### src/md_cart_pkg.sv
////////////////////////////////////////////////////////////
// Shared widths, types and constants for the cart monitor
// Download stream, cheat code layout, region encodings
////////////////////////////////////////////////////////////

package md_cart_pkg;

	// Host download stream
	typedef logic [24:0] dl_addr_t;
	typedef logic [15:0] dl_word_t;
	typedef logic [7:0]  dl_index_t;

	// Flags, address, compare, replace from the top
	typedef logic [127:0] cheat_code_t;

	// 68k bus side
	typedef logic [23:0] bus_addr_t;
	typedef logic [15:0] bus_word_t;

	typedef enum logic [1:0] {
		REGION_JP = 2'd0,
		REGION_US = 2'd1,
		REGION_EU = 2'd2
	} region_t;

	typedef logic [1:0] region_prio_t;

	// Priority orders
	localparam region_prio_t PRIO_US_EU_JP = 2'd0;
	localparam region_prio_t PRIO_EU_US_JP = 2'd1;
	localparam region_prio_t PRIO_US_JP_EU = 2'd2;
	localparam region_prio_t PRIO_JP_US_EU = 2'd3;

	// Cheat table and code FIFO sizing
	localparam int CODE_SLOTS = 4;
	localparam int SLOT_IDX_W = $clog2(CODE_SLOTS);
	localparam int FIFO_DEPTH = 2;
	localparam int FIFO_PTR_W = $clog2(FIFO_DEPTH);
	localparam logic [FIFO_PTR_W:0] FIFO_FULL = (FIFO_PTR_W + 1)'(FIFO_DEPTH);

	// File indices
	localparam dl_index_t IDX_CART = 8'd1;
	localparam dl_index_t IDX_CODE = 8'd255;

	// Cartridge header addresses
	localparam dl_addr_t HDR_REGION_ADDR  = 25'h1F0;
	localparam dl_addr_t HDR_REGION2_ADDR = 25'h1F2;
	localparam dl_addr_t HDR_END_ADDR     = 25'h200;

	// Field positions inside a cheat code
	localparam int CODE_FLAGS_LSB = 96;
	localparam int CODE_ADDR_LSB  = 64;
	localparam int CODE_CMP_LSB   = 32;
	localparam int CODE_REPL_LSB  = 0;
	localparam int CODE_FLAG_CMP  = 0;

endpackage
### src/md_cart_monitor.sv
////////////////////////////////////////////////////////////
// Cartridge download monitor top level
// Code assembler, code FIFO, cheat table, region detect
////////////////////////////////////////////////////////////

module md_cart_monitor (
	input  logic                      clk_sys,
	input  logic                      sys_reset,
	input  logic                      dl_active_i,
	input  md_cart_pkg::dl_index_t    dl_index_i,
	input  logic                      dl_wr_i,
	input  md_cart_pkg::dl_addr_t     dl_addr_i,
	input  md_cart_pkg::dl_word_t     dl_data_i,
	input  md_cart_pkg::region_prio_t region_prio_i,
	input  logic                      cheats_en_i,
	input  md_cart_pkg::bus_addr_t    bus_addr_i,
	input  md_cart_pkg::bus_word_t    bus_data_i,
	output md_cart_pkg::region_t      region_o,
	output logic                      region_valid_o,
	output logic                      code_avail_o,
	output logic                      dl_wait_o,
	output md_cart_pkg::bus_word_t    bus_data_o
);

	// Link A
	logic                     code_req;
	logic                     code_ack;
	md_cart_pkg::cheat_code_t code_data;
	logic                     code_clear;

	// Link B
	logic                     tbl_req;
	logic                     tbl_ack;
	md_cart_pkg::cheat_code_t tbl_data;

	md_code_assembler u_assembler (
		.clk_sys      (clk_sys),
		.sys_reset    (sys_reset),
		.dl_active_i  (dl_active_i),
		.dl_index_i   (dl_index_i),
		.dl_wr_i      (dl_wr_i),
		.dl_addr_i    (dl_addr_i),
		.dl_data_i    (dl_data_i),
		.code_ack_i   (code_ack),
		.code_req_o   (code_req),
		.code_data_o  (code_data),
		.code_clear_o (code_clear),
		.dl_wait_o    (dl_wait_o)
	);

	md_code_fifo u_fifo (
		.clk_sys      (clk_sys),
		.sys_reset    (sys_reset),
		.code_clear_i (code_clear),
		.code_req_i   (code_req),
		.code_data_i  (code_data),
		.tbl_ack_i    (tbl_ack),
		.code_ack_o   (code_ack),
		.tbl_req_o    (tbl_req),
		.tbl_data_o   (tbl_data)
	);

	md_cheat_table u_table (
		.clk_sys      (clk_sys),
		.sys_reset    (sys_reset),
		.code_clear_i (code_clear),
		.tbl_req_i    (tbl_req),
		.tbl_data_i   (tbl_data),
		.cheats_en_i  (cheats_en_i),
		.bus_addr_i   (bus_addr_i),
		.bus_data_i   (bus_data_i),
		.tbl_ack_o    (tbl_ack),
		.code_avail_o (code_avail_o),
		.bus_data_o   (bus_data_o)
	);

	md_region_detect u_region (
		.clk_sys        (clk_sys),
		.sys_reset      (sys_reset),
		.dl_active_i    (dl_active_i),
		.dl_index_i     (dl_index_i),
		.dl_wr_i        (dl_wr_i),
		.dl_addr_i      (dl_addr_i),
		.dl_data_i      (dl_data_i),
		.region_prio_i  (region_prio_i),
		.region_o       (region_o),
		.region_valid_o (region_valid_o)
	);

endmodule

### src/md_region_detect.sv
////////////////////////////////////////////////////////////
// Console region detection
// Parses header region characters, picks region by priority
////////////////////////////////////////////////////////////

module md_region_detect (
	input  logic                      clk_sys,
	input  logic                      sys_reset,
	input  logic                      dl_active_i,
	input  md_cart_pkg::dl_index_t    dl_index_i,
	input  logic                      dl_wr_i,
	input  md_cart_pkg::dl_addr_t     dl_addr_i,
	input  md_cart_pkg::dl_word_t     dl_data_i,
	input  md_cart_pkg::region_prio_t region_prio_i,
	output md_cart_pkg::region_t      region_o,
	output logic                      region_valid_o
);

	logic       cart_dl;
	logic       cart_dl_q;
	logic       cart_start;
	logic       cart_wr;
	logic [7:0] lo_byte;
	logic [7:0] hex_adj;
	// Bit order is {E, U, J}
	logic [2:0] flags;
	logic [2:0] flags_nxt;

	assign cart_dl    = dl_active_i && (dl_index_i == md_cart_pkg::IDX_CART);
	assign cart_start = cart_dl && !cart_dl_q;
	assign cart_wr    = cart_dl && dl_wr_i;
	assign lo_byte    = dl_data_i[7:0];
	assign hex_adj    = lo_byte - 8'd7;

	function automatic logic [2:0] letter_flag(input logic [7:0] ch);
		case (ch)
			"J":     letter_flag = 3'b001;
			"U":     letter_flag = 3'b010;
			"E":     letter_flag = 3'b100;
			default: letter_flag = 3'b000;
		endcase
	endfunction

	function automatic md_cart_pkg::region_t pick_region(
		input md_cart_pkg::region_prio_t prio,
		input logic [2:0]                euj
	);
		case (prio)
			md_cart_pkg::PRIO_US_EU_JP:
				pick_region = euj[1] ? md_cart_pkg::REGION_US :
					euj[2] ? md_cart_pkg::REGION_EU :
					euj[0] ? md_cart_pkg::REGION_JP : md_cart_pkg::REGION_US;
			md_cart_pkg::PRIO_EU_US_JP:
				pick_region = euj[2] ? md_cart_pkg::REGION_EU :
					euj[1] ? md_cart_pkg::REGION_US :
					euj[0] ? md_cart_pkg::REGION_JP : md_cart_pkg::REGION_EU;
			md_cart_pkg::PRIO_US_JP_EU:
				pick_region = euj[1] ? md_cart_pkg::REGION_US :
					euj[0] ? md_cart_pkg::REGION_JP :
					euj[2] ? md_cart_pkg::REGION_EU : md_cart_pkg::REGION_US;
			default:
				pick_region = euj[0] ? md_cart_pkg::REGION_JP :
					euj[1] ? md_cart_pkg::REGION_US :
					euj[2] ? md_cart_pkg::REGION_EU : md_cart_pkg::REGION_JP;
		endcase
	endfunction

	always_comb begin
		flags_nxt = flags;
		if (cart_wr && (dl_addr_i == md_cart_pkg::HDR_REGION_ADDR)) begin
			// Digit or hex code replaces the whole set
			if (lo_byte >= "0" && lo_byte <= "9") begin
				flags_nxt = {lo_byte[3], lo_byte[2], lo_byte[0]};
			end else if (lo_byte >= "A" && lo_byte <= "F") begin
				flags_nxt = {hex_adj[3], hex_adj[2], hex_adj[0]};
			end else begin
				flags_nxt = flags | letter_flag(lo_byte);
			end
			flags_nxt = flags_nxt | letter_flag(dl_data_i[15:8]);
		end
		if (cart_wr && (dl_addr_i == md_cart_pkg::HDR_REGION2_ADDR)) begin
			flags_nxt = flags | letter_flag(lo_byte);
		end
	end

	always_ff @(posedge clk_sys) begin
		if (sys_reset) begin
			cart_dl_q      <= 1'b0;
			flags          <= '0;
			region_o       <= md_cart_pkg::REGION_US;
			region_valid_o <= 1'b0;
		end else begin
			cart_dl_q <= cart_dl;
			if (cart_start) begin
				flags          <= '0;
				region_valid_o <= 1'b0;
			end else begin
				flags <= flags_nxt;
			end
			// Flags are complete by the end of the header
			if (cart_wr && (dl_addr_i == md_cart_pkg::HDR_END_ADDR)) begin
				region_o       <= pick_region(region_prio_i, flags);
				region_valid_o <= 1'b1;
			end
		end
	end

endmodule

### src/md_cheat_table.sv
////////////////////////////////////////////////////////////
// Cheat table
// Stores codes from link B in slots and patches 68k reads
////////////////////////////////////////////////////////////

module md_cheat_table (
	input  logic                     clk_sys,
	input  logic                     sys_reset,
	input  logic                     code_clear_i,
	input  logic                     tbl_req_i,
	input  md_cart_pkg::cheat_code_t tbl_data_i,
	input  logic                     cheats_en_i,
	input  md_cart_pkg::bus_addr_t   bus_addr_i,
	input  md_cart_pkg::bus_word_t   bus_data_i,
	output logic                     tbl_ack_o,
	output logic                     code_avail_o,
	output md_cart_pkg::bus_word_t   bus_data_o
);

	localparam int AW = $bits(md_cart_pkg::bus_addr_t);
	localparam int DW = $bits(md_cart_pkg::bus_word_t);

	md_cart_pkg::cheat_code_t slot_code [md_cart_pkg::CODE_SLOTS];

	logic [md_cart_pkg::CODE_SLOTS-1:0] slot_vld;
	logic [md_cart_pkg::CODE_SLOTS-1:0] slot_hit;
	logic [md_cart_pkg::SLOT_IDX_W-1:0] slot_cnt;
	logic                               slot_full;
	logic                               new_req;
	logic                               take;
	md_cart_pkg::bus_word_t             patched;

	assign slot_full = &slot_vld;
	assign new_req   = tbl_req_i && !tbl_ack_o;
	// Codes beyond the last slot are acked and dropped
	assign take      = new_req && !slot_full && !code_clear_i;

	////////////////////////////////////////////////////////////
	// Link B receiver and slot fill
	////////////////////////////////////////////////////////////
	always_ff @(posedge clk_sys) begin
		if (take) begin
			slot_code[slot_cnt] <= tbl_data_i;
		end
	end

	always_ff @(posedge clk_sys) begin
		if (sys_reset || code_clear_i) begin
			tbl_ack_o    <= 1'b0;
			code_avail_o <= 1'b0;
			slot_vld     <= '0;
			slot_cnt     <= '0;
		end else begin
			if (new_req) begin
				tbl_ack_o <= 1'b1;
			end else if (tbl_ack_o && !tbl_req_i) begin
				tbl_ack_o <= 1'b0;
			end
			if (take) begin
				slot_vld[slot_cnt] <= 1'b1;
				slot_cnt           <= slot_cnt + 1'b1;
				code_avail_o       <= 1'b1;
			end
		end
	end

	////////////////////////////////////////////////////////////
	// Read patching
	////////////////////////////////////////////////////////////
	for (genvar i = 0; i < md_cart_pkg::CODE_SLOTS; i++) begin : g_slot
		logic addr_match;
		logic cmp_ok;

		assign addr_match = slot_code[i][md_cart_pkg::CODE_ADDR_LSB +: AW] == bus_addr_i;
		assign cmp_ok = !slot_code[i][md_cart_pkg::CODE_FLAGS_LSB + md_cart_pkg::CODE_FLAG_CMP]
			|| (slot_code[i][md_cart_pkg::CODE_CMP_LSB +: DW] == bus_data_i);
		assign slot_hit[i] = slot_vld[i] && cheats_en_i && addr_match && cmp_ok;
	end

	// Walk down so the lowest hitting slot wins
	always_comb begin
		patched = bus_data_i;
		for (int i = md_cart_pkg::CODE_SLOTS - 1; i >= 0; i--) begin
			if (slot_hit[i]) begin
				patched = slot_code[i][md_cart_pkg::CODE_REPL_LSB +: DW];
			end
		end
	end

	always_ff @(posedge clk_sys) begin
		bus_data_o <= patched;
	end

endmodule

### src/md_code_fifo.sv
////////////////////////////////////////////////////////////
// Two-entry cheat code FIFO
// Four-phase req/ack receiver on link A, sender on link B
////////////////////////////////////////////////////////////

module md_code_fifo (
	input  logic                     clk_sys,
	input  logic                     sys_reset,
	input  logic                     code_clear_i,
	input  logic                     code_req_i,
	input  md_cart_pkg::cheat_code_t code_data_i,
	input  logic                     tbl_ack_i,
	output logic                     code_ack_o,
	output logic                     tbl_req_o,
	output md_cart_pkg::cheat_code_t tbl_data_o
);

	md_cart_pkg::cheat_code_t entry [md_cart_pkg::FIFO_DEPTH];

	logic [md_cart_pkg::FIFO_PTR_W-1:0] wr_ptr;
	logic [md_cart_pkg::FIFO_PTR_W-1:0] rd_ptr;
	logic [md_cart_pkg::FIFO_PTR_W:0]   count;
	logic                               push;
	logic                               pop;

	// Full FIFO holds back ack, which stalls the host
	assign push = code_req_i && !code_ack_o && (count != md_cart_pkg::FIFO_FULL);
	assign pop  = tbl_req_o && tbl_ack_i;

	// Head entry is never the write target while req is up
	assign tbl_data_o = entry[rd_ptr];

	always_ff @(posedge clk_sys) begin
		if (push) begin
			entry[wr_ptr] <= code_data_i;
		end
	end

	always_ff @(posedge clk_sys) begin
		if (sys_reset || code_clear_i) begin
			wr_ptr     <= '0;
			rd_ptr     <= '0;
			count      <= '0;
			code_ack_o <= 1'b0;
			tbl_req_o  <= 1'b0;
		end else begin
			// Link A receiver
			if (push) begin
				wr_ptr     <= wr_ptr + 1'b1;
				code_ack_o <= 1'b1;
			end else if (code_ack_o && !code_req_i) begin
				code_ack_o <= 1'b0;
			end

			// Link B sender raises the next req only after ack has dropped
			if (pop) begin
				rd_ptr    <= rd_ptr + 1'b1;
				tbl_req_o <= 1'b0;
			end else if (!tbl_req_o && !tbl_ack_i && (count != '0)) begin
				tbl_req_o <= 1'b1;
			end

			case ({push, pop})
				2'b10:   count <= count + 1'b1;
				2'b01:   count <= count - 1'b1;
				default: count <= count;
			endcase
		end
	end

endmodule

### src/md_code_assembler.sv
////////////////////////////////////////////////////////////
// Cheat code assembler
// Collects download words into 128-bit codes, offers them
// on a four-phase req/ack link, derives the code clear pulse
////////////////////////////////////////////////////////////

module md_code_assembler (
	input  logic                     clk_sys,
	input  logic                     sys_reset,
	input  logic                     dl_active_i,
	input  md_cart_pkg::dl_index_t   dl_index_i,
	input  logic                     dl_wr_i,
	input  md_cart_pkg::dl_addr_t    dl_addr_i,
	input  md_cart_pkg::dl_word_t    dl_data_i,
	input  logic                     code_ack_i,
	output logic                     code_req_o,
	output md_cart_pkg::cheat_code_t code_data_o,
	output logic                     code_clear_o,
	output logic                     dl_wait_o
);

	typedef enum logic [1:0] {
		ASM_IDLE,
		ASM_REQ,
		ASM_ACK_LOW
	} asm_state_t;

	asm_state_t state;
	logic       cart_dl;
	logic       cart_dl_q;
	logic       code_wr;
	logic       last_word;
	logic [6:0] word_lsb;

	assign cart_dl   = dl_active_i && (dl_index_i == md_cart_pkg::IDX_CART);
	assign code_wr   = dl_active_i && (dl_index_i == md_cart_pkg::IDX_CODE) && dl_wr_i;
	assign last_word = code_wr && (dl_addr_i[3:0] == 4'd14);

	// Offset 0 is the flags low word, offset 14 the replace high word
	assign word_lsb = {~dl_addr_i[3:2], dl_addr_i[1], 4'b0000};

	// Start of a cart load or a cheat file restarting at address 0
	assign code_clear_o = (cart_dl && !cart_dl_q) || (code_wr && (dl_addr_i == '0));

	always_ff @(posedge clk_sys) begin
		if (state == ASM_IDLE && code_wr) begin
			code_data_o[word_lsb +: $bits(md_cart_pkg::dl_word_t)] <= dl_data_i;
		end
	end

	////////////////////////////////////////////////////////////
	// Link A sender
	////////////////////////////////////////////////////////////
	always_ff @(posedge clk_sys) begin
		if (sys_reset) begin
			state      <= ASM_IDLE;
			code_req_o <= 1'b0;
			dl_wait_o  <= 1'b0;
			cart_dl_q  <= 1'b0;
		end else begin
			cart_dl_q <= cart_dl;
			case (state)
				ASM_IDLE: begin
					if (last_word) begin
						code_req_o <= 1'b1;
						dl_wait_o  <= 1'b1;
						state      <= ASM_REQ;
					end
				end
				ASM_REQ: begin
					if (code_ack_i) begin
						code_req_o <= 1'b0;
						state      <= ASM_ACK_LOW;
					end
				end
				ASM_ACK_LOW: begin
					// Host resumes once the FIFO has let go of ack
					if (!code_ack_i) begin
						dl_wait_o <= 1'b0;
						state     <= ASM_IDLE;
					end
				end
				default: state <= ASM_IDLE;
			endcase
			// Clear abandons a code in flight
			if (code_clear_o) begin
				code_req_o <= 1'b0;
				dl_wait_o  <= 1'b0;
				state      <= ASM_IDLE;
			end
		end
	end

endmodule

### config.mk
export PLATFORM = sky130hd
export DESIGN_NAME = md_cart_monitor
export DESIGN_NICKNAME = d
export VERILOG_FILES = /design/src/md_cart_pkg.sv /design/src/md_cart_monitor.sv /design/src/md_region_detect.sv /design/src/md_cheat_table.sv /design/src/md_code_fifo.sv /design/src/md_code_assembler.sv
export SDC_FILE = /design/constraint.sdc
export NUM_CORES = 1
export LEC_CHECK = 0
export ABC_AREA = 1
export BUFFER_PORTS_ARGS = -buffer_cell sky130_fd_sc_hd__buf_2
export CORE_ASPECT_RATIO = 1.75
export CORE_UTILIZATION = 63
export DETAILED_ROUTE_END_ITERATION = 6
export PLACE_DENSITY_LB_ADDON = 0.1
export REMOVE_ABC_BUFFERS = 1
export SYNTH_ARGS = -nofsm -noshare
export SYNTH_HDL_FRONTEND = slang
export SYNTH_HIERARCHICAL = 1
export SYNTH_SLANG_ARGS = --single-unit
### constraint.sdc
create_clock -name clk_sys -period 9.5 [get_ports clk_sys]
set_input_delay 0.95 -clock clk_sys [delete_from_list [all_inputs] [get_ports clk_sys]]
set_output_delay 0.95 -clock clk_sys [all_outputs]
set_load 0.05 [all_outputs]
==> metrics.md <==
| Metric | Value |
|---|---|
| Syn Inst Count | `1770` |
| Commonest cells after routing, fill and taps aside | `473 x nand2_1, 399 x edfxtp_1, 215 x nor2_1` |
| Psw | `0.777 mW` |
| Ant diodes | `0` |
| Final worst slack | `5.94 ns` |
| Total gr overflow | `0` |
| Power Density | `182 nW/µm²` |
| Max clock buf depth | `3` |
| Area of the core | `30200 µm²` |
| Sequential fraction of design power | `53.3%` |
| Via/cell ratio | `5.30` |
| Layout cells sized above 1 | `16.9%` |
| Area Growth Syn to Fin | `11.1%` |
| Final setup TNS | `0 ns` |
| Most common cell after layout, fill and taps aside | `nand2_1` |
| Leakage | `9.03 nW` |
| Pre-CTS setup slack | `5.42 ns` |
| Detailed Route WL | `41600 µm` |
| Min Clock Period, post-route | `3.56 ns` |
| Routed Antenna Nets | `0` |
| Status | `finished, final reports clean` |
| Tcrit/Tclk final | `37.5%` |
| Switching portion of total power | `19.8%` |
| Gp weighted congestion | `0.898` |
| Slew Limit Headroom | `19.4%` |
| CTS tree | `yes` |
| FF+latch area | `12800 µm²` |
| Multi-input gate area | `5270 µm²` |
| # IOs | `117` |
| Worst setup SP type | `input pin` |
| Filler cell count in the final layout | `2102` |
| CTS Sinks | `442` |
| VDD IR max | `0.159 mV` |
| Cts repair resizes | `0` |
| Crit path arrival time | `3.71 ns` |
| Yosys warns | `6` |
| Clock Skew | `0.0137 ns` |
| Final setup viols | `0` |
| Initial antenna violation count | `0` |
| Setup CP Type | `input pin to flip-flop` |
| Synthesized area | `19400 µm²` |
| Site row count | `84` |
| Final nets | `2001` |
| Htree depth | `2` |
| Clock power share | `42.7%` |
| Initial Utilization | `64.3%` |
| Postcts setup bufs | `0` |
| Internal reg-to-reg setup slack | `7.05 ns` |
| Insertion delay to the later sink of the worst-skew pair | `0.54 ns` |
| Combinational power share | `4.0%` |
| Drt drc | `0` |
| Clock root buffer master | `clkbuf_16` |
| Die footprint | `31500 µm²` |
| Vias in the first global route | `12.1k` |
| DR vias | `12.3k` |
| IO Port Bufs | `116` |
| Avg Inst Size Synth | `11.0 µm²` |
| Worst Max-Slew Pin Slew | `1.20 ns` |
| Int Power | `3.15 mW` |
| Die Ht | `234 µm` |
| Hold Crit Class | `flip-flop to flip-flop` |
| First-pass DRT Iterations | `5` |
| GRT Util Overall | `27.6%` |
| First-pass GRT wire length | `63500 µm` |
| Final Hold Fails | `0` |
| CTS Buf Count | `39` |
| Pwr Total | `3.93 mW` |
| CP required | `9.65 ns` |
| Critical Path End Type | `flip-flop` |
| CTS Hold Bufs | `0` |
| DRT iter0 DRCs | `615` |
| Reg clk slew, reported paths | `0.06 ns` |
| Hpwl dp | `30000 µm` |
| Max cap viols | `0` |
| RSZ-0062 raised after global routing | `false` |
| Fin. max-slew vios | `0` |
| Largest net degree at the start of global routing | `59` |
| CP max FO | `17` |
| Routed len/inst | `18.0 µm` |
| Die width | `135 µm` |
| Max Fclk | `0.281 GHz` |
-- stage by stage --
stage	cell area, µm²	instances	util (%)	hold slack, ns
6_report	21600	2311	71.4	0.442
5_1_grt	21600	2311	71.4	0.461
4_1_cts	21600	2311	71.4	0.442
3_5_place_dp	20200	2243	66.9	0.430
3_3_place_gp	20200	2243	66.9	0.424
2_1_floorplan	19000	1733	-	0.419
-- cell type report --
type	instances	area share (%)
flip-flops and latches	442	59.6
multi-input cells	1039	24.4
clock buffers	47	5.06
inverters	252	4.40
repair buffers	123	2.94
well taps	387	2.25
clock inverters	21	1.32
-- layer usage --
metal	wire length [µm]	track usage, %	vias up
li1	-	-	6012
met1	14000	27.0	5736
met2	22800	52.1	376
met3	1500	3.11	134
met4	3360	21.4	0
met5	0	0	-
-- final timing paths --
path,start,to,cells past startpoint
worst max-delay path,dl_addr_i[1],u_assembler/code_data_o[8],7
worst min-delay path,u_table/slot_code[0][4],u_table/bus_data_o[4],2
worst max register to register,u_table/tbl_ack_o,u_table/slot_code[1][34],9
worst min register to register,u_table/slot_code[0][4],u_table/bus_data_o[4],2
-- flip-flops by register name (all words and copies together), names as in the netlist, 2 cells and up, named ones only --
name	count
u_fifo/entry	114
u_table/bus_data_o	16
u_table/slot_cnt	2
u_region/flags	3
u_assembler/code_data_o	57
u_fifo/count	2
u_assembler/state	2
u_table/slot_code	228
u_region/region_o	2
u_table/slot_vld	4
-- worst max-delay path, stage by stage --
cell,delay [ns]
buf_2,0.24
inv_2,0.10
ha_1,0.21
ha_1,0.42
nor2_1,0.18
nand4_1,0.51
nor2_1,1.09
-- power by group through the flow --
stage | clock (mW) | sequential, mW | combinational (mW)
2_1_floorplan | 0 | 2.15 | 0.0759
3_3_place_gp | 0 | 2.14 | 0.154
3_5_place_dp | 0 | 2.14 | 0.158
4_1_cts | 1.70 | 2.09 | 0.159
5_1_grt | 1.76 | 2.09 | 0.176
6_report | 1.68 | 2.09 | 0.159
No activity file was read; power rests on OpenSTA's default activity.
